**src/verilog/op_pkg.sv**
```systemverilog
`default_nettype none
// ############################################################
// Object processor shared definitions
// ############################################################

package op_pkg;

	// Field widths of the header phrases
	localparam int DATA_W   = 21;
	localparam int HEIGHT_W = 10;
	// Remainder in 3.5 fixed point
	localparam int REM_W    = 8;
	localparam int DWIDTH_W = 10;

	// 1.0 in 3.5 fixed point
	localparam logic [REM_W-1:0] REM_ONE = 8'h20;

	// Wishbone word address width and register map
	localparam int WB_AW = 3;
	localparam logic [WB_AW-1:0] REG_P0_LO  = 3'd0;
	localparam logic [WB_AW-1:0] REG_P0_HI  = 3'd1;
	localparam logic [WB_AW-1:0] REG_P2_LO  = 3'd2;
	localparam logic [WB_AW-1:0] REG_CTRL   = 3'd3;
	localparam logic [WB_AW-1:0] REG_CMD    = 3'd4;
	localparam logic [WB_AW-1:0] REG_STATUS = 3'd5;
	localparam logic [WB_AW-1:0] REG_DATA   = 3'd6;
	localparam logic [WB_AW-1:0] REG_HREM   = 3'd7;

	// Bit positions of the one-hot write-back state
	localparam int WBK_IDLE  = 0;
	localparam int WBK_CHECK = 1;
	localparam int WBK_STEP  = 2;

	// One header phrase, seen as phrase 0 or phrase 2
	typedef union packed {
		struct packed {
			logic [DATA_W-1:0]   data;
			logic [18:0]         rsvd_hi;
			logic [HEIGHT_W-1:0] height;
			logic [13:0]         rsvd_lo;
		} ph0;
		struct packed {
			logic [39:0]      rsvd_hi;
			logic [REM_W-1:0] rem;
			logic [15:0]      rsvd_lo;
		} ph2;
	} ob_phrase_t;

endpackage

`default_nettype wire
```
**src/verilog/op_top.sv**
```systemverilog
`default_nettype none
`timescale 1ns/10ps
// ############################################################
// Object write-back subsystem
// ############################################################

module op_top (
	input  wire                             sys_clk,
	input  wire                             resetl,
	// Wishbone classic slave
	input  wire                             wb_cyc,
	input  wire                             wb_stb,
	input  wire                             wb_we,
	input  wire  [op_pkg::WB_AW-1:0]        wb_adr,
	input  wire  [31:0]                     wb_dat_i,
	output logic [31:0]                     wb_dat_o,
	output logic                            wb_ack
);

	// Register bank to write-back
	op_pkg::ob_phrase_t              phrase;
	logic                            obld_0;
	logic                            obld_2;
	logic                            scaled;
	logic [op_pkg::DWIDTH_W-1:0]     dwidth;
	logic [op_pkg::REM_W-1:0]        vscale;
	// Command path
	logic                            cmd_go;
	logic [op_pkg::HEIGHT_W-1:0]     cmd_lines;
	logic                            wbkstart;
	logic                            wbkdone;
	logic                            busy;
	logic [op_pkg::HEIGHT_W-1:0]     lines_done;
	// Updated fields
	logic                            heightnz;
	logic [op_pkg::DATA_W-1:0]       newdata;
	logic [op_pkg::HEIGHT_W-1:0]     newheight;
	logic [op_pkg::REM_W-1:0]        newrem;

	op_regs u_regs (
		.sys_clk    (sys_clk),
		.resetl     (resetl),
		.wb_cyc     (wb_cyc),
		.wb_stb     (wb_stb),
		.wb_we      (wb_we),
		.wb_adr     (wb_adr),
		.wb_dat_i   (wb_dat_i),
		.wb_dat_o   (wb_dat_o),
		.wb_ack     (wb_ack),
		.phrase     (phrase),
		.obld_0     (obld_0),
		.obld_2     (obld_2),
		.scaled     (scaled),
		.dwidth     (dwidth),
		.vscale     (vscale),
		.cmd_go     (cmd_go),
		.cmd_lines  (cmd_lines),
		.busy       (busy),
		.lines_done (lines_done),
		.heightnz   (heightnz),
		.newdata    (newdata),
		.newheight  (newheight),
		.newrem     (newrem)
	);

	op_wbk u_wbk (
		.sys_clk   (sys_clk),
		.resetl    (resetl),
		.phrase    (phrase),
		.obld_0    (obld_0),
		.obld_2    (obld_2),
		.dwidth    (dwidth),
		.vscale    (vscale),
		.scaled    (scaled),
		.wbkstart  (wbkstart),
		.newdata   (newdata),
		.newheight (newheight),
		.newrem    (newrem),
		.heightnz  (heightnz),
		.wbkdone   (wbkdone)
	);

	op_line_seq u_line_seq (
		.sys_clk    (sys_clk),
		.resetl     (resetl),
		.cmd_go     (cmd_go),
		.cmd_lines  (cmd_lines),
		.wbkdone    (wbkdone),
		.heightnz   (heightnz),
		.wbkstart   (wbkstart),
		.busy       (busy),
		.lines_done (lines_done)
	);

endmodule

`default_nettype wire

```
**src/verilog/op_line_seq.sv**
```systemverilog
`default_nettype none
`timescale 1ns/10ps
// ############################################################
// Write-back line sequencer
// ############################################################

module op_line_seq (
	input  wire                             sys_clk,
	input  wire                             resetl,
	// Line command from the host registers
	input  wire                             cmd_go,
	input  wire  [op_pkg::HEIGHT_W-1:0]     cmd_lines,
	// Write-back handshake
	input  wire                             wbkdone,
	input  wire                             heightnz,
	output logic                            wbkstart,
	// Run status
	output logic                            busy,
	output logic [op_pkg::HEIGHT_W-1:0]     lines_done
);

	// Issue or wait for a pass
	logic                        waiting;
	logic [op_pkg::HEIGHT_W-1:0] remaining;
	logic                        pass_end;
	logic                        last_pass;

	// Start only while the write-back block is idle
	assign wbkstart = busy & ~waiting & wbkdone;
	// Idle again after a started pass
	assign pass_end = busy & waiting & wbkdone;
	// Count used up or no height left
	assign last_pass = (remaining == 1'b1) | ~heightnz;

	always_ff @(posedge sys_clk) begin
		if (!resetl) begin
			busy       <= 1'b0;
			waiting    <= 1'b0;
			remaining  <= '0;
			lines_done <= '0;
		end else if (cmd_go && !busy) begin
			lines_done <= '0;
			remaining  <= cmd_lines;
			waiting    <= 1'b0;
			// Nothing to do for zero lines or an empty object
			busy       <= (cmd_lines != '0) & heightnz;
		end else if (wbkstart) begin
			waiting <= 1'b1;
		end else if (pass_end) begin
			lines_done <= lines_done + 1'b1;
			remaining  <= remaining - 1'b1;
			waiting    <= 1'b0;
			if (last_pass) begin
				busy <= 1'b0;
			end
		end
	end

endmodule

`default_nettype wire

```
**src/verilog/op_wbk.sv**
```systemverilog
`default_nettype none
`timescale 1ns/10ps
// ############################################################
// Scaled object write-back
// ############################################################

module op_wbk (
	input  wire                             sys_clk,
	input  wire                             resetl,
	// Header phrase and its load strobes
	input  wire op_pkg::ob_phrase_t         phrase,
	input  wire                             obld_0,
	input  wire                             obld_2,
	// Line parameters
	input  wire  [op_pkg::DWIDTH_W-1:0]     dwidth,
	input  wire  [op_pkg::REM_W-1:0]        vscale,
	input  wire                             scaled,
	input  wire                             wbkstart,
	// Updated fields
	output logic [op_pkg::DATA_W-1:0]       newdata,
	output logic [op_pkg::HEIGHT_W-1:0]     newheight,
	output logic [op_pkg::REM_W-1:0]        newrem,
	output logic                            heightnz,
	output logic                            wbkdone
);

	// One-hot controller
	logic [2:0]              state;
	logic [2:0]              state_nx;
	// Remainder with one extra sign bit
	logic [op_pkg::REM_W:0]  rem;
	logic [op_pkg::REM_W:0]  rem_delta;
	logic [op_pkg::REM_W:0]  rem_sum;
	// Step controls
	logic                    step;
	logic                    rem_dec;
	logic                    rem_add;
	// Integer part zero or negative
	logic                    intrem_le0;

	assign wbkdone  = state[op_pkg::WBK_IDLE];
	assign heightnz = |newheight;
	assign newrem   = rem[op_pkg::REM_W-1:0];

	// Sign set or integer bits all clear
	assign intrem_le0 = rem[op_pkg::REM_W] | ~(|rem[op_pkg::REM_W-1:5]);

	// Subtract 1.0 on entry, else add the scale back
	assign rem_delta = rem_dec ? ({(op_pkg::REM_W+1){1'b0}} - {1'b0, op_pkg::REM_ONE})
		: {1'b0, vscale};
	assign rem_sum   = rem + rem_delta;

	// Next state and step decode
	always_comb begin
		state_nx = '0;
		step     = 1'b0;
		rem_dec  = 1'b0;
		rem_add  = 1'b0;
		case (1'b1)
			state[op_pkg::WBK_IDLE]: begin
				if (wbkstart) begin
					state_nx[op_pkg::WBK_CHECK] = 1'b1;
				end else begin
					state_nx[op_pkg::WBK_IDLE] = 1'b1;
				end
			end
			state[op_pkg::WBK_CHECK]: begin
				if (scaled) begin
					// One displayed line used up
					rem_dec = 1'b1;
					state_nx[op_pkg::WBK_STEP] = 1'b1;
				end else begin
					// Unscaled objects move one source line
					step = 1'b1;
					state_nx[op_pkg::WBK_IDLE] = 1'b1;
				end
			end
			state[op_pkg::WBK_STEP]: begin
				// Skip source lines until the remainder is positive again
				if (heightnz && intrem_le0) begin
					step    = 1'b1;
					rem_add = 1'b1;
					state_nx[op_pkg::WBK_STEP] = 1'b1;
				end else begin
					state_nx[op_pkg::WBK_IDLE] = 1'b1;
				end
			end
			default: begin
				// Illegal encodings fall back to idle
				state_nx[op_pkg::WBK_IDLE] = 1'b1;
			end
		endcase
	end

	// State, pointer, height and remainder
	always_ff @(posedge sys_clk) begin
		if (!resetl) begin
			state     <= 3'(1 << op_pkg::WBK_IDLE);
			newdata   <= '0;
			newheight <= '0;
			rem       <= '0;
		end else begin
			state <= state_nx;
			// Phrase 0 carries pointer and height
			if (obld_0) begin
				newdata   <= phrase.ph0.data;
				newheight <= phrase.ph0.height;
			end else if (step) begin
				newdata   <= newdata + {{(op_pkg::DATA_W-op_pkg::DWIDTH_W){1'b0}}, dwidth};
				newheight <= newheight - 1'b1;
			end
			// Phrase 2 carries the remainder
			if (obld_2) begin
				rem <= {1'b0, phrase.ph2.rem};
			end else if (rem_dec || rem_add) begin
				rem <= rem_sum;
			end
		end
	end

endmodule

`default_nettype wire

```
**src/verilog/op_regs.sv**
```systemverilog
`default_nettype none
`timescale 1ns/10ps
// ############################################################
// Object processor host registers
// ############################################################

module op_regs (
	input  wire                             sys_clk,
	input  wire                             resetl,
	// Wishbone classic slave
	input  wire                             wb_cyc,
	input  wire                             wb_stb,
	input  wire                             wb_we,
	input  wire  [op_pkg::WB_AW-1:0]        wb_adr,
	input  wire  [31:0]                     wb_dat_i,
	output logic [31:0]                     wb_dat_o,
	output logic                            wb_ack,
	// Phrase loads and line parameters
	output op_pkg::ob_phrase_t              phrase,
	output logic                            obld_0,
	output logic                            obld_2,
	output logic                            scaled,
	output logic [op_pkg::DWIDTH_W-1:0]     dwidth,
	output logic [op_pkg::REM_W-1:0]        vscale,
	// Line command
	output logic                            cmd_go,
	output logic [op_pkg::HEIGHT_W-1:0]     cmd_lines,
	// Readback sources
	input  wire                             busy,
	input  wire  [op_pkg::HEIGHT_W-1:0]     lines_done,
	input  wire                             heightnz,
	input  wire  [op_pkg::DATA_W-1:0]       newdata,
	input  wire  [op_pkg::HEIGHT_W-1:0]     newheight,
	input  wire  [op_pkg::REM_W-1:0]        newrem
);

	// Held phrase words
	logic [31:0] p0_lo;
	logic [31:0] p0_hi;
	logic [31:0] p2_lo;
	// Set after ack until the master drops stb
	logic        ack_done;
	logic        req;
	logic        wr;
	logic [31:0] rd_data;

	// New request, sampled once per strobe
	assign req = wb_cyc & wb_stb & ~wb_ack & ~ack_done;
	assign wr  = req & wb_we;

	// Phrase 2 only on its own load strobe
	assign phrase = obld_2 ? {32'h0, p2_lo} : {p0_hi, p0_lo};

	// Handshake, strobes and control register
	always_ff @(posedge sys_clk) begin
		if (!resetl) begin
			wb_ack    <= 1'b0;
			ack_done  <= 1'b0;
			obld_0    <= 1'b0;
			obld_2    <= 1'b0;
			cmd_go    <= 1'b0;
			scaled    <= 1'b0;
			dwidth    <= '0;
			vscale    <= '0;
			cmd_lines <= '0;
		end else begin
			// Ack one cycle after the request
			wb_ack   <= req;
			// Hold off a second ack while stb stays up
			ack_done <= wb_cyc & wb_stb & (ack_done | wb_ack);
			// Strobes line up with the ack cycle
			// Loads and commands are dropped while a run is going
			obld_0   <= wr & (wb_adr == op_pkg::REG_P0_HI) & ~busy;
			obld_2   <= wr & (wb_adr == op_pkg::REG_P2_LO) & ~busy;
			cmd_go   <= wr & (wb_adr == op_pkg::REG_CMD) & ~busy;
			if (wr && wb_adr == op_pkg::REG_CTRL) begin
				scaled <= wb_dat_i[31];
				dwidth <= wb_dat_i[25:16];
				vscale <= wb_dat_i[7:0];
			end
			// Line count kept for readback
			if (wr && wb_adr == op_pkg::REG_CMD && !busy) begin
				cmd_lines <= wb_dat_i[op_pkg::HEIGHT_W-1:0];
			end
		end
	end

	// Phrase words and read data
	always_ff @(posedge sys_clk) begin
		if (wr && wb_adr == op_pkg::REG_P0_LO) begin
			p0_lo <= wb_dat_i;
		end
		if (wr && wb_adr == op_pkg::REG_P0_HI) begin
			p0_hi <= wb_dat_i;
		end
		if (wr && wb_adr == op_pkg::REG_P2_LO) begin
			p2_lo <= wb_dat_i;
		end
		// Read value is registered for the ack cycle
		if (req) begin
			wb_dat_o <= rd_data;
		end
	end

	// Readback select
	always_comb begin
		case (wb_adr)
			op_pkg::REG_P0_LO:  rd_data = p0_lo;
			op_pkg::REG_P0_HI:  rd_data = p0_hi;
			op_pkg::REG_P2_LO:  rd_data = p2_lo;
			op_pkg::REG_CTRL:   rd_data = {scaled, 5'h0, dwidth, 8'h0, vscale};
			op_pkg::REG_CMD:    rd_data = {22'h0, cmd_lines};
			op_pkg::REG_STATUS: rd_data = {busy, heightnz, 20'h0, lines_done};
			op_pkg::REG_DATA:   rd_data = {11'h0, newdata};
			// Height in the upper half, remainder in the low byte
			op_pkg::REG_HREM:   rd_data = {6'h0, newheight, 8'h0, newrem};
			default:            rd_data = 32'h0;
		endcase
	end

endmodule

`default_nettype wire

```
**config.mk**
```make
export PLATFORM = sky130hd
export DESIGN_NAME = op_top
export DESIGN_NICKNAME = d
export VERILOG_FILES = /design/src/verilog/op_pkg.sv /design/src/verilog/op_top.sv /design/src/verilog/op_line_seq.sv /design/src/verilog/op_wbk.sv /design/src/verilog/op_regs.sv
export SDC_FILE = /design/constraint.sdc
export NUM_CORES = 1
export LEC_CHECK = 0
export ABC_AREA = 0
export BUFFER_PORTS_ARGS = -buffer_cell sky130_fd_sc_hd__buf_4
export CORE_ASPECT_RATIO = 1.4
export CORE_UTILIZATION = 25
export CTS_CLUSTER_SIZE = 40
export DETAILED_ROUTE_END_ITERATION = 6
export PLACE_DENSITY = 0.39
export SKIP_CTS_REPAIR_TIMING = 1
export SLEW_MARGIN = 20
export SYNTH_ARGS = -nofsm -noshare
export SYNTH_HDL_FRONTEND = slang
export SYNTH_SLANG_ARGS = --single-unit
```
**constraint.sdc**
```tcl
create_clock -name sys_clk -period 6.8 [get_ports sys_clk]
set_clock_uncertainty 0.1 [all_clocks]
set_input_delay 0.34 -clock sys_clk [delete_from_list [all_inputs] [get_ports sys_clk]]
set_output_delay 0.34 -clock sys_clk [all_outputs]
set_load 0.03 [all_outputs]
```
## Word level (Yosys, flattened, before mapping)

Index checks and enable logic that the tools add are counted.

| cells by class | value |
|---|---|
| add/subtract/negate cells | 5 |
| equality and inequality tests | 9 |
| multiplexer cells | 35 |
| bitwise logic cells | 27 |
| reduce and logical (&&, ||, !) cells | 26 |

Operator list:

| kind | number |
|---|---|
| 32-bit one-hot mux with 8 select lines | 1 |
| 64-bit 2-to-1 mux | 1 |
| 10-bit 2-to-1 mux | 5 |
| 21-bit 2-to-1 mux | 2 |
| 1-bit 2-to-1 mux | 23 |
| 21-bit by 10-bit adder with 21-bit output | 1 |
| 10-bit by 1-bit subtractor with 10-bit output, second input constant | 2 |
| 1-bit AND | 16 |
| 8-bit 2-to-1 mux | 2 |
| 3-bit == test, second input constant | 4 |
| 10-bit by 1-bit adder with 10-bit output, second input constant | 1 |
| 10-bit by 1-bit == test with 1-bit output, second input constant | 1 |
| 10-bit nonzero test | 1 |
| 2-bit nonzero test | 5 |
| 10-bit OR reduction | 1 |
| 9-bit adder | 1 |
| 9-bit 2-to-1 mux | 1 |
| 1-bit logical AND | 8 |
| 1-bit inverter | 8 |
| 3-bit by 2-bit == test with 1-bit output, second input constant | 2 |
| 2-bit AND reduction | 3 |
| 2-bit OR reduction | 3 |
| 3-bit by 1-bit == test with 1-bit output, second input constant | 1 |
| 3-bit zero test | 1 |
| other kinds (6) | 8 |

| storage, ports and cells | value |
|---|---|
| register bits after elaboration | 227 |
| input port bits | 40 |
| word-level logic and storage cells | 126 |

## Logic depth before layout (Yosys ltp)

Gate-level depths: netlist of run 1.

| logic depth | value |
|---|---|
| depth in word-level cells | 11 |
| depth in mapped cells | 13 |
| depth with buffers taken out | 12 |

## Modules after synthesis

From an unflattened synthesis of run 1, not the netlist that was laid out.

| unflattened totals | value |
|---|---|
| cells, all modules | 1121 |
| area, all modules | 11544.8 sq um |

Modules (own cells, without submodules):

| module | instances | cells an instance | area an instance (sq um) | sequential area each (sq um) |
|---|---|---|---|---|
| op_regs | 1 | 605 | 7322.0 | 4524.3 |
| op_wbk | 1 | 381 | 3059.2 | 860.8 |
| op_line_seq | 1 | 135 | 1163.6 | 440.4 |

## Least setup slack after synthesis of run 1

Ideal clock, no wire load.

| path | value |
|---|---|
| kind | reg-to-reg |
| start | register u_regs.wb_ack |
| end | register u_regs.p2_lo[0] (enable) |
| setup time | 0.461 ns |
| arrival | 5.589 ns |
| required time | 6.239 ns |
| slack | 0.649 ns |
| stages on the path, launching flop included | 4 |
| buffers on the path | 0 |
| cell sequence | dfxtp_1 nor3_1 nand2_1 nor3_1 |

| between the ends | value |
|---|---|
| longest elaborated chain between the ends | 5 |

RTL lines:

| item | line | source |
|---|---|---|
| start: declaration | op_regs.sv:17 | `output logic wb_ack,` |
| start signal: assignment | op_regs.sv:68 | `wb_ack <= req;` |
| 1-bit inverter | op_regs.sv:48 | `assign req = wb_cyc & wb_stb & ~wb_ack & ~ack_done;` |
| 1-bit AND (2 in series) | op_regs.sv:48 |  |
| net u_regs.req | op_regs.sv:43 | `logic req;` |
| 1-bit AND | op_regs.sv:49 | `assign wr = req & wb_we;` |
| 1-bit logical AND | op_regs.sv:96 | `if (wr && wb_adr == op_pkg::REG_P2_LO) begin` |
| end signal: assignment | op_regs.sv:97 | `p2_lo <= wb_dat_i;` |
| end: declaration | op_regs.sv:40 | `logic [31:0] p2_lo;` |

The timed path passes the listed nets, and every way through them passes these cells.
A chain may end at the register's enable or synchronous reset.

## Final worst setup path of run 1

| path | value |
|---|---|
| start | register u_regs.obld_0 |
| end | register u_wbk.newdata[11] (netlist name) |

| between the ends | value |
|---|---|
| longest elaborated chain between the ends | 1 |
| elaborated cells on any way between the ends | 2 |

RTL lines:

| item | line | source |
|---|---|---|
| start: declaration | op_regs.sv:20 | `output logic obld_0,` |
| start signal: assignment | op_regs.sv:73 | `obld_0 <= wr & (wb_adr == op_pkg::REG_P0_HI) & ~busy;` |
| 21-bit 2-to-1 mux or 2-bit nonzero test (tied branches) | n/a |  |
| end signal: assignment | op_wbk.sv:106 | `newdata <= phrase.ph0.data;` |
| end signal: assignment | op_wbk.sv:109 | `newdata <= newdata + {{(op_pkg::DATA_W-op_pkg::DWIDTH_W){1'b0}}, dwidth};` |
| end: declaration | op_wbk.sv:20 | `output logic [op_pkg::DATA_W-1:0] newdata,` |

Several ways; a longest one is shown, not always the timed one.

==> results of run 1 <==
[worst min-delay path, delay by kind of cell]
kind	cells	cell delay, ns
simple gates	2	0.17
buf+inv	1	0.11
[final timing paths]
kind / start / end / slack, ns / cells past startpoint
setup / recovery: u_regs.obld_0$_SDFF_PN0_ / u_wbk.newdata[11]$_SDFFE_PN0P_ / 3.08 / 6
hold / removal: wb_stb / u_regs.ack_done$_SDFF_PN0_ / 0.02 / 3
setup reg to reg: u_regs.obld_0$_SDFF_PN0_ / u_wbk.newdata[11]$_SDFFE_PN0P_ / 3.08 / 6
hold reg to reg: u_line_seq.remaining[7]$_SDFFE_PN0P_ / u_line_seq.remaining[7]$_SDFFE_PN0P_ / 0.37 / 2
[per-stage QoR]
step	worst slack, ns	total power, mW	hold WS, ns
global route	2.76	3.13	0.0194
finish	3.08	3.03	0.0200
detailed placement	3.03	1.68	0.369
floorplan	0.649	1.60	0.323
CTS	2.99	3.06	-0.124
global placement	3.09	1.68	0.355
[power groups by stage]
stage	Clock [mW]	Combinational (mW)	Sequential (mW)
floorplan	0	0.0765	1.52
global placement	0	0.179	1.50
detailed placement	0	0.178	1.50
CTS	1.41	0.179	1.48
global route	1.46	0.204	1.48
finish	1.36	0.189	1.47
[cell type report]
cell class,instances,area share
clock buffers,41,0.0615
well taps,540,0.0526
multi-input cells,711,0.346
repair buffers,117,0.0746
clock inverters,7,0.00244
flip-flops and latches,227,0.454
inverters,32,0.00935
[registers in the layout, summed over array words and instances (netlist names)]
register / count
u_line_seq.lines_done: 10
u_wbk.newdata: 21
u_regs.wb_dat_o: 32
u_line_seq.remaining: 10
u_regs.ack_done: 1
u_wbk.newheight: 10
u_regs.cmd_go: 1
u_line_seq.waiting: 1
u_wbk.rem: 9
u_regs.obld_0: 1
u_regs.p2_lo: 32
u_line_seq.busy: 1
u_regs.dwidth: 10
u_regs.p0_hi: 32
u_regs.cmd_lines: 10
u_regs.p0_lo: 32
u_regs.scaled: 1
u_regs.obld_2: 1
u_regs.wb_ack: 1
u_wbk.state: 3
u_regs.vscale: 8
[cell usage after synthesis (3+ instances only)]
| master | n | area (um2) |
|---|---|---|
| edfxtp_1 | 128 | 3840 |
| nor2_1 | 121 | 454 |
| a21oi_1 | 118 | 591 |
| nand2_1 | 110 | 413 |
| dfxtp_1 | 99 | 1980 |
| mux2i_1 | 48 | 480 |
| clkbuf_1 | 47 | 176 |
| o21ai_0 | 36 | 180 |
| inv_1 | 29 | 109 |
| xnor2_1 | 23 | 201 |
| ha_1 | 22 | 275 |
| nand3_1 | 20 | 100 |
| nor3_1 | 17 | 85.1 |
| o22ai_1 | 12 | 75.1 |
| xor2_1 | 12 | 105 |
| a211oi_1 | 10 | 75.1 |
| a31oi_1 | 10 | 62.6 |
| and3_1 | 10 | 62.6 |
| nor4_1 | 9 | 56.3 |
| and2_1 | 8 | 50.1 |
| nand2b_1 | 8 | 50.1 |
| a311oi_1 | 7 | 61.3 |
| a21o_1 | 6 | 45.0 |
| a221oi_1 | 6 | 52.6 |
| buf_1 | 6 | 22.5 |
| mux4_2 | 6 | 135 |
| a22o_1 | 5 | 43.8 |
| mux2_2 | 5 | 56.3 |
| nor2b_1 | 5 | 31.3 |
| o21bai_1 | 5 | 37.5 |
| o221ai_1 | 5 | 43.8 |
| nand4_1 | 4 | 25.0 |
| o211a_1 | 4 | 40.0 |
| o211ai_1 | 4 | 30.0 |
| o311ai_0 | 4 | 35.0 |
| o31ai_1 | 4 | 30.0 |
| a211o_1 | 3 | 26.3 |
| o21a_1 | 3 | 22.5 |
| or3_1 | 3 | 18.8 |
| or4_1 | 3 | 22.5 |
[layer usage]
metal	up-vias	global-route usage	wire length, um
met4	0	0.0752	1490
met2	152	0.315	19200
met1	3996	0.192	14600
li1	3907	-	-
met5	-	0	0
met3	54	0.0164	999
[kinds of logic (layout without fill, tap and decap cells)]
group | count (synthesis) | count (layout) | synth area share
multiplexers | 59 | 59 | 0.0634
adder cells (fa/ha/maj) | 24 | 24 | 0.0297
AO/OA/AOI/OAI | 259 | 259 | 0.151
XOR/XNOR | 35 | 35 | 0.0289
buffers and inverters | 90 | 197 | 0.0339
AND/OR/NAND/NOR | 334 | 334 | 0.143
flip-flops | 227 | 227 | 0.550
==> metrics.txt, run 1 <==
antenna cell count=0; Yosys cell types=between 70 and 80; Seq/Total Area, Yosys=0.550; initial core utilization=0.255; fmax=about 270 MHz; number of setup violations in the final report=0; detailed placer's ending HPWL=~26000 um; WL/cell=between 20 and 25 um; Clk pwr share=0.450; post-route cell area=between 0.01 and 0.015 mm2; Starting DRT DRC Count=370; io pins=73; RD Place Congestion=between 0.8 and 0.9; FF+latch count, synth=227; Hold Crit Class=in -> reg; Switch Pwr=approximately 0.70 mW; minimum clock period=about 3.7 ns; CTS H-tree depth=1; P_int=approximately 2.3 mW; Bufs and invs on worst path=1; clock root buffer=clkbuf_16; Via-to-Cell Ratio=between 4 and 5; vias in the first global route=about 8200; Via Count=8109; FILL cells=roughly 4300; Post-Route WL=around 36000 um; Critical Path Max Stage Delay=between 1 and 1.5 ns; chip width=approximately 180 um; mapped cell area=0.0106 mm2; Max Root-Sink Buffers=3; worst setup path category=reg -> reg; crit path DAT=4.08 ns; Post-synth EDFFs=128; overflow left after global routing=0; crit path launch type=register; max-cap check violation count=0; syn nets=between 1000 and 1500; Comb power frac=0.062; Setup TNS=0 ns; slew at the pin closest to its max-slew limit=slightly above 1 ns; row count=88; most frequent cells in the layout=128 x edfxtp_1, 120 x nor2_1, 118 x a21oi_1; most common cell after layout, fill and taps aside=edfxtp_1; Die Y=about 250 um; first-pass GRT wire length=between 50000 and 60000 um; CP Capture Type=register; register area=approximately 0.0058 mm2; PwrDens=between 200 and 250 mW/mm2; post-route ant nets=0; most used flip-flop cell after synthesis=edfxtp_1; CTS tree=built; Mapped Cells=a little over 1000; Clock Latency Late Sink=0.54 ns; Pins Over Slew Limit=0; Slew HR=0.314; Area Growth Syn to Fin=21.2%; CP max-delay cell=nor2_1; layout cells sized above 1=0.131; IO Port Bufs=between 70 and 80; Nets=roughly 1200; first-pass detailed-route iteration total=5; Post-route DRC=0; Total GRT Usage=0.169; worst vdd ir=around 0.00019 V; Hold Violations, Final=0; initial antenna violation count=1; Leakage=~4.8 nW; WP data required=roughly 7 ns; Async SR Flop Fraction=0; worst path cell trace=clkinv_1, nor2_1, nand2_1, nand3_1, a21oi_1, a211oi_1; largest net degree at the start of global routing=70; Die ar.=0.0432 mm2; switching share of power=0.232; Avg Inst Size Synth=about 10 um2; final cell count without fillers=1675; crit share post-route=0.547; Worst-path clk slew=roughly 0.06 ns; CTS Sinks=about 230; Top delay family on crit path=simple AND/OR/NAND/NOR gates; area post-placement=around 0.012 mm2; Crit Path Max Fanout=27; Final Core Density=0.309; Placeable Area=around 0.042 mm2; multi-input logic area=approximately 0.0044 mm2; DP Cell Count=roughly 1600; unrepaired setup endpoints after global routing=no; cts bufs inserted=26; status=complete, no violations; sequential cell fraction of total power=0.487; Syn. warnings=0
(Power assumes the default switching activity.)
==> run 2, diff against run 1 <==
--- a/config.mk
+++ b/config.mk
@@ -5,7 +5,7 @@
 export SDC_FILE = /design/constraint.sdc
 export NUM_CORES = 1
 export LEC_CHECK = 0
-export ABC_AREA = 0
+export ABC_AREA = 1
 export BUFFER_PORTS_ARGS = -buffer_cell sky130_fd_sc_hd__buf_4
 export CORE_ASPECT_RATIO = 1.4
 export CORE_UTILIZATION = 25
==> constraint.sdc (replaced) <==
create_clock -name sys_clk -period 3.7 [get_ports sys_clk]
set_clock_uncertainty 0.1 [all_clocks]
set_input_delay 0.185 -clock sys_clk [delete_from_list [all_inputs] [get_ports sys_clk]]
set_output_delay 0.185 -clock sys_clk [all_outputs]
set_load 0.03 [all_outputs]
==> run 2 against run 1 <==
The run now ends with DRC left. Largest power group unchanged. Utilization down 0.20 points. Highest routed layer unchanged. Routed wire length up 9.8%. Clock power up 85%. Global-route usage up 0.72 points. Critical path type unchanged. Worst setup slack worse by 2.0 ns. Synthesized area up 4.4%. Hold slack better by 0.080 ns. Register-to-register slack worse by 2.0 ns. Final area up 3.8%.
==> metrics.txt, run 2 <==
Die Y=251 um (+2.2%); path depth of the worst reg2reg path=8 (+2); first-pass detailed-route iteration total=7 (+2); switching share of power=0.232 (+0.000453); layout cells sized above 1=0.120 (-0.0110); most frequent cell after synthesis=nand2_1; Leakage=5.28 nW (+11%); vias in the first global route=9194 (+13%); Clk pwr share=0.452 (+0.002); Register-to-Register Setup Slack=1.13 ns (-1.95 ns); FF-to-FF End=u_wbk.newheight[6]$_SDFFE_PN0P_; Worst R2R Start=u_regs.obld_2$_SDFF_PN0_; Async SR Flop Fraction=0 (unchanged); share of the synthesized area in the top cell type=0.347 (-0.0153); CP startpoint=u_regs.obld_2$_SDFF_PN0_; chip width=180 um (+2.1%); Crit Path Max Fanout=19 (-30%); failing checks=DRC; sequential cell fraction of total power=0.489 (+0.002); CP Capture Type=register; WP data required=4.03 ns (-3.13 ns); Syn. warnings=0 (unchanged); hold slack=0.0999 ns (+0.0799 ns); top cells by area, synth=edfxtp_1 35%, dfxtp_1 18%, nand2_1 10%, nor2_1 5.1%, inv_1 4.1%; initial core utilization=0.255 (about the same); row count=90 (+2.3%); worst setup path category=reg -> reg; IO Port Bufs=72 (unchanged); cts bufs inserted=26 (unchanged); fmax=388 MHz (+45%); P_int=4.26 mW (+83%); Slew HR=0.430 (+0.116); crit path DAT=2.90 ns (-1.18 ns); PwrDens=416 mW/mm2 (+77%); max-cap check violation count=0 (unchanged); Total GRT Usage=0.176 (+0.00720); Post-synth EDFFs=128 (unchanged); Via Count=9225 (+14%); largest net degree at the start of global routing=62 (-11%); Seq/Total Area, Yosys=0.527 (-0.0231); CTS tree=built; final cell count without fillers=1950 (+16%); number of setup violations in the final report=0 (unchanged); Mapped Cells=1274 (+24%); Die ar.=0.0451 mm2 (+4.3%); Avg Inst Size Synth=8.68 um2 (-16%); Yosys top cell by area=edfxtp_1; slew at the pin closest to its max-slew limit=0.853 ns (-0.172 ns); worst vdd ir=0.000272 V (+41%); FILL cells=4592 (+7.1%); Switch Pwr=1.29 mW (+84%); Final Core Density=0.307 (-0.00196); initial antenna violation count=1 (unchanged); CTS H-tree depth=1 (unchanged); CTS Sinks=227 (unchanged); post-route ant nets=0 (unchanged); Yosys cell types=53 (-26%); unrepaired setup endpoints after global routing=no; status=finished, violations left; Clock Latency Late Sink=0.55 ns (about the same); hold path startpoint=resetl; crit share post-route=0.696 (+0.148); Pins Over Slew Limit=0 (unchanged); syn nets=1338 (+23%); crit path to=u_wbk.newheight[6]$_SDFFE_PN0P_; Comb power frac=0.059 (-0.003); WL/cell=20.5 um (-5.7%); Starting DRT DRC Count=493 (+33%); minimum setup slack in the final design=1.13 ns (-1.95 ns); Post-route DRC=2 (+2); detailed placer's ending HPWL=29200 um (+13%); Hold Crit Class=in -> reg; Via-to-Cell Ratio=4.73 (-2.3%); Post-Route WL=39900 um (+9.8%); multi-input logic area=0.00449 mm2 (+1.1%); top cells by count, synth=299 x nand2_1, 149 x nor2_1, 128 x edfxtp_1; first-pass GRT wire length=59100 um (+10%); Worst-path clk slew=0.06 ns (about the same); most frequent cells in the layout=299 x nand2_1, 146 x nor2_1, 128 x edfxtp_1; RD Place Congestion=0.852 (+4.0%); mapped cell area=0.0111 mm2 (+4.4%); Area Growth Syn to Fin=20.5%; crit path launch type=register; Max Root-Sink Buffers=3 (unchanged); pre-CTS setup slack=1.15 ns (-1.88 ns); Hold Violations, Final=0 (unchanged); io pins=73 (unchanged); Placeable Area=0.0434 mm2 (+4.4%); FF+latch count, synth=227 (unchanged); minimum clock period=2.57 ns (-1.15 ns); DP Cell Count=1867 (+17%); overflow left after global routing=0 (unchanged); total power=5.55 mW (+83%); most common cell after layout, fill and taps aside=nand2_1; most used flip-flop cell after synthesis=edfxtp_1; Nets=1441 (+22%); register area=0.00583 mm2 (unchanged); clock root buffer=clkbuf_16
==> run 2: cell count changes in the layout (fill, tap and decap cells not counted), moves of 10 or more <==
cell,previous run,this run
a211oi_1,10,0
a21oi_1,118,77
a221oi_1,6,23
and3_1,10,0
inv_1,29,122
inv_2,1,15
mux2i_1,48,0
nand2_1,110,299
nand3_1,20,72
nand4_1,4,15
nor2_1,120,146
o2111ai_1,0,13
o21ai_0,36,75
xnor2_1,23,5
==> run 2: final cells by class <==
cell class,instances,area share
Sequential cell,227,0.437
Multi-Input combinational cell,865,0.337
Timing Repair Buffer,118,0.0738
Clock buffer,40,0.0559
Tap cell,552,0.0518
Inverter,139,0.0393
Clock inverter,8,0.00488
Antenna cell,1,0.000188
==> run 2: worst min-delay path by stage <==
stage | end | slack (ns) | cells past startpoint
after floorplan | u_regs.p0_hi[0]$_DFFE_PP_ | 0.18 | 0
after global placement | u_regs.p0_hi[29]$_DFFE_PP_ | 0.29 | 1
after detailed placement | u_regs.p0_hi[29]$_DFFE_PP_ | 0.29 | 1
after CTS | u_regs.p2_lo[22]$_DFFE_PP_ | -0.28 | 1
after global routing | u_regs.obld_0$_SDFF_PN0_ | 0.11 | 3
final | u_line_seq.remaining[7]$_SDFFE_PN0P_ | 0.1 | 4
==> run 2: metal layers <==
metal,share of wire,track usage
met1,0.41,0.202
met2,0.54,0.338
met3,0.028,0.0198
met4,0.026,0.0552
met5,0,0
==> run 2: critical path: stages, from the launching register on <==
cell and delay (ns):
dfxtp_1 0.85, inv_2 0.36, nand2_1 0.14, buf_4 0.26, inv_1 0.25, a21oi_1 0.25, nand2_1 0.08, nor2_1 0.10
nor2_1 0.06
==> run 2: kinds of logic after synthesis <==
kind of cell    after synthesis  share of synthesized area
fa+ha+maj                    24                     0.0285
flops                       227                      0.527
simple gates                586                      0.231
compound gates              240                      0.132
xor+xnor                     15                     0.0119
buf+inv                     182                     0.0699
==> run 2: power groups by stage <==
stage / logic [mW] / clock network (mW) / registers, mW
6_report: 0.325 / 2.51 / 2.71
5_1_grt: 0.351 / 2.68 / 2.71
4_1_cts: 0.302 / 2.59 / 2.71
3_5_place_dp: 0.301 / 0 / 2.77
3_3_place_gp: 0.301 / 0 / 2.77
2_1_floorplan: 0.119 / 0 / 2.80
==> run 2: stage by stage <==
| stage | setup TNS (ns) | instance area, um2 |
|---|---|---|
| 2_1_floorplan | -6.51 | 11100 |
| 3_3_place_gp | 0 | 12200 |
| 3_5_place_dp | 0 | 12200 |
| 4_1_cts | 0 | 13000 |
| 5_1_grt | 0 | 13300 |
| 6_report | 0 | 13300 |
==> run 3, diff against run 2 <==
==> constraint.sdc (replaced) <==
create_clock -name sys_clk -period 2.4 [get_ports sys_clk]
set_clock_uncertainty 0.1 [all_clocks]
set_input_delay 0.12 -clock sys_clk [delete_from_list [all_inputs] [get_ports sys_clk]]
set_output_delay 0.12 -clock sys_clk [all_outputs]
set_load 0.03 [all_outputs]
==> run 3 against run 2 <==
Sequential power rose by 54%. Critical path depth is 5 higher. Routed wire length is 1.2% higher. Highest routed layer unchanged. Via count rose by 1.5%. The run still ends with DRC left.
==> metrics.txt, run 3 (same netlist as run 2, synthesis figures left out) <==
status=finished, violations left; failing checks=DRC; Total GRT Usage=0.178 (+0.00210); vias in the first global route=9322 (+1.4%); Leakage=5.49 nW (+3.9%); Pins Over Slew Limit=0 (unchanged); routed wl met2=21700 um (+1.1%); clock root buffer=clkbuf_16; CTS H-tree depth=1 (unchanged); DR WL met3=1330 um (+21%); Worst-path clk slew=0.06 ns (about the same); layout cells sized above 1=0.142 (+0.0221); number of setup violations in the final report=0 (unchanged); Crit Path Max Fanout=5 (-14); worst vdd ir=0.000371 V (+37%); Critical Path Max Stage Delay=0.43 ns (-0.42 ns); worst path cell trace=nand2_1, inv_1, nand2_1, inv_2, nor2_1, ha_1, fa_1, nand3_1, nand3_1, xnor2_1, o21ai_0, nand2_1, a21oi_1; post-route ant nets=0 (unchanged); Post-route DRC=3 (+1); initial antenna violation count=0 (-1); Hold Violations, Final=0 (unchanged); DR top layer=met4; Comb power frac=0.057 (-0.002); Bufs and invs on worst path=2 (-1); CP max-delay cell=fa_1; switching share of power=0.229 (-0.00332); detailed placer's ending HPWL=29900 um (+2.2%); antenna cell count=0 (-1); max-cap check violation count=0 (unchanged); largest net degree at the start of global routing=38 (-39%); Clk pwr share=0.477 (+0.025); crit path DAT=2.57 ns (-0.33 ns); Placeable Area=0.0434 mm2 (unchanged); row count=90 (unchanged); P_int=6.93 mW (+63%); Final Core Density=0.315 (+0.00771); crit share post-route=0.913 (+0.218); first-pass detailed-route iteration total=7 (unchanged); minimum clock period=2.19 ns (-0.382 ns); post-route cell area=0.0137 mm2 (+2.5%); fmax=456 MHz (+17%); Die ar.=0.0451 mm2 (unchanged); io pins=73 (unchanged); chip width=180 um (unchanged); first-pass GRT wire length=59600 um (+0.81%); RD Place Congestion=0.921 (+8.2%); Post-Route WL=40400 um (+1.2%); total power=8.98 mW (+62%); Nets=1470 (+2.0%); Switch Pwr=2.05 mW (+60%); overflow left after global routing=0 (unchanged); Via Count=9360 (+1.5%); IO Port Bufs=72 (unchanged); Setup TNS=0 ns (unchanged); slew at the pin closest to its max-slew limit=0.653 ns (-0.201 ns); PwrDens=657 mW/mm2 (+58%); worst setup path category=reg -> reg; CTS tree=built; crit path launch type=register; Slew HR=0.564 (+0.135); initial core utilization=0.255 (unchanged); Via-to-Cell Ratio=4.73 (about the same); WP data required=2.78 ns (-1.25 ns); most used cell, CP=nand2_1; Hold Crit Class=in -> reg; most frequent cells in the layout=299 x nand2_1, 145 x nor2_1, 128 x edfxtp_1; WL/cell=20.4 um (-0.22%); Die Y=251 um (unchanged); hold slack=0.0681 ns (-0.0318 ns); Max Root-Sink Buffers=3 (unchanged); sequential cell fraction of total power=0.466 (-0.023); CP Capture Type=register; FILL cells=4545 (-1.0%); area post-placement=0.0124 mm2 (+1.8%); Area Growth Syn to Fin=23.5%; Clock Latency Late Sink=0.56 ns (about the same); cts bufs inserted=26 (unchanged); unrepaired setup endpoints after global routing=no; CTS Sinks=227 (unchanged); DRT met1 WL=15800 um (-2.9%); most common cell after layout, fill and taps aside=nand2_1; Top delay family on crit path=adder cells; Starting DRT DRC Count=559 (+13%)
## run 3: cell types whose count changed in the layout (fill, tap and decap cells not counted), sizes merged
| cell | previous run | this run |
|---|---|---|
| buf | 84 | 111 |
| clkbuf | 40 | 30 |
| clkinv | 8 | 14 |
| bufinv | 1 | 5 |
| dlygate4sd3 | 34 | 36 |
| diode | 1 | 0 |
## run 3: worst register-to-register path, delay by kind of cell, from the launching register on
| kind | cells | cell delay, ns |
|---|---|---|
| fa+ha+maj | 2 | 0.63 |
| simple gates | 6 | 0.48 |
| flops | 1 | 0.34 |
| compound gates | 2 | 0.28 |
| buf+inv | 2 | 0.16 |
| xor+xnor | 1 | 0.14 |
## run 3: worst paths after layout
| kind | startpoint | endpoint | slack (ns) | cells after the start |
|---|---|---|---|---|
| worst max register to register | u_wbk.state[1]$_SDFF_PN0_ | u_wbk.rem[4]$_SDFFE_PN0P_ | 0.21 | 13 |
| worst min register to register | u_line_seq.lines_done[9]$_SDFFE_PP0P_ | u_line_seq.lines_done[9]$_SDFFE_PP0P_ | 0.38 | 2 |
| worst max-delay path | u_wbk.state[1]$_SDFF_PN0_ | u_wbk.rem[4]$_SDFFE_PN0P_ | 0.21 | 13 |
| worst min-delay path | wb_cyc | u_regs.obld_2$_SDFF_PN0_ | 0.07 | 5 |
## run 3: cell type report
class	count	area (um2)	area share
sequential	227	5830	0.426
timing repair buffer	147	1220	0.0892
clock buffer	30	687	0.0503
tap	552	691	0.0505
inverter	139	524	0.0384
clock inverter	18	215	0.0158
multi-input combinational	865	4500	0.329
## run 3: routing by layer
layer,vias to the layer above,global-route usage
met1,4502,0.196
met5,-,0
met3,65,0.0213
met4,0,0.0791
li1,4606,-
met2,187,0.341
## run 3: per-stage QoR
stage          setup WS, ns  instances
2_1_floorplan        0.0125       1274
3_3_place_gp          0.205       1894
3_5_place_dp          0.197       1894
4_1_cts               0.170       1942
5_1_grt              0.0189       1978
6_report              0.208       1978
## run 3: power groups by stage
stage / logic, mW / registers, mW / clock network, mW
floorplan: 0.188 / 4.31 / 0
global placement: 0.479 / 4.26 / 0
detailed placement: 0.479 / 4.27 / 0
CTS: 0.480 / 4.18 / 4.41
global route: 0.557 / 4.18 / 4.53
finish: 0.516 / 4.18 / 4.28
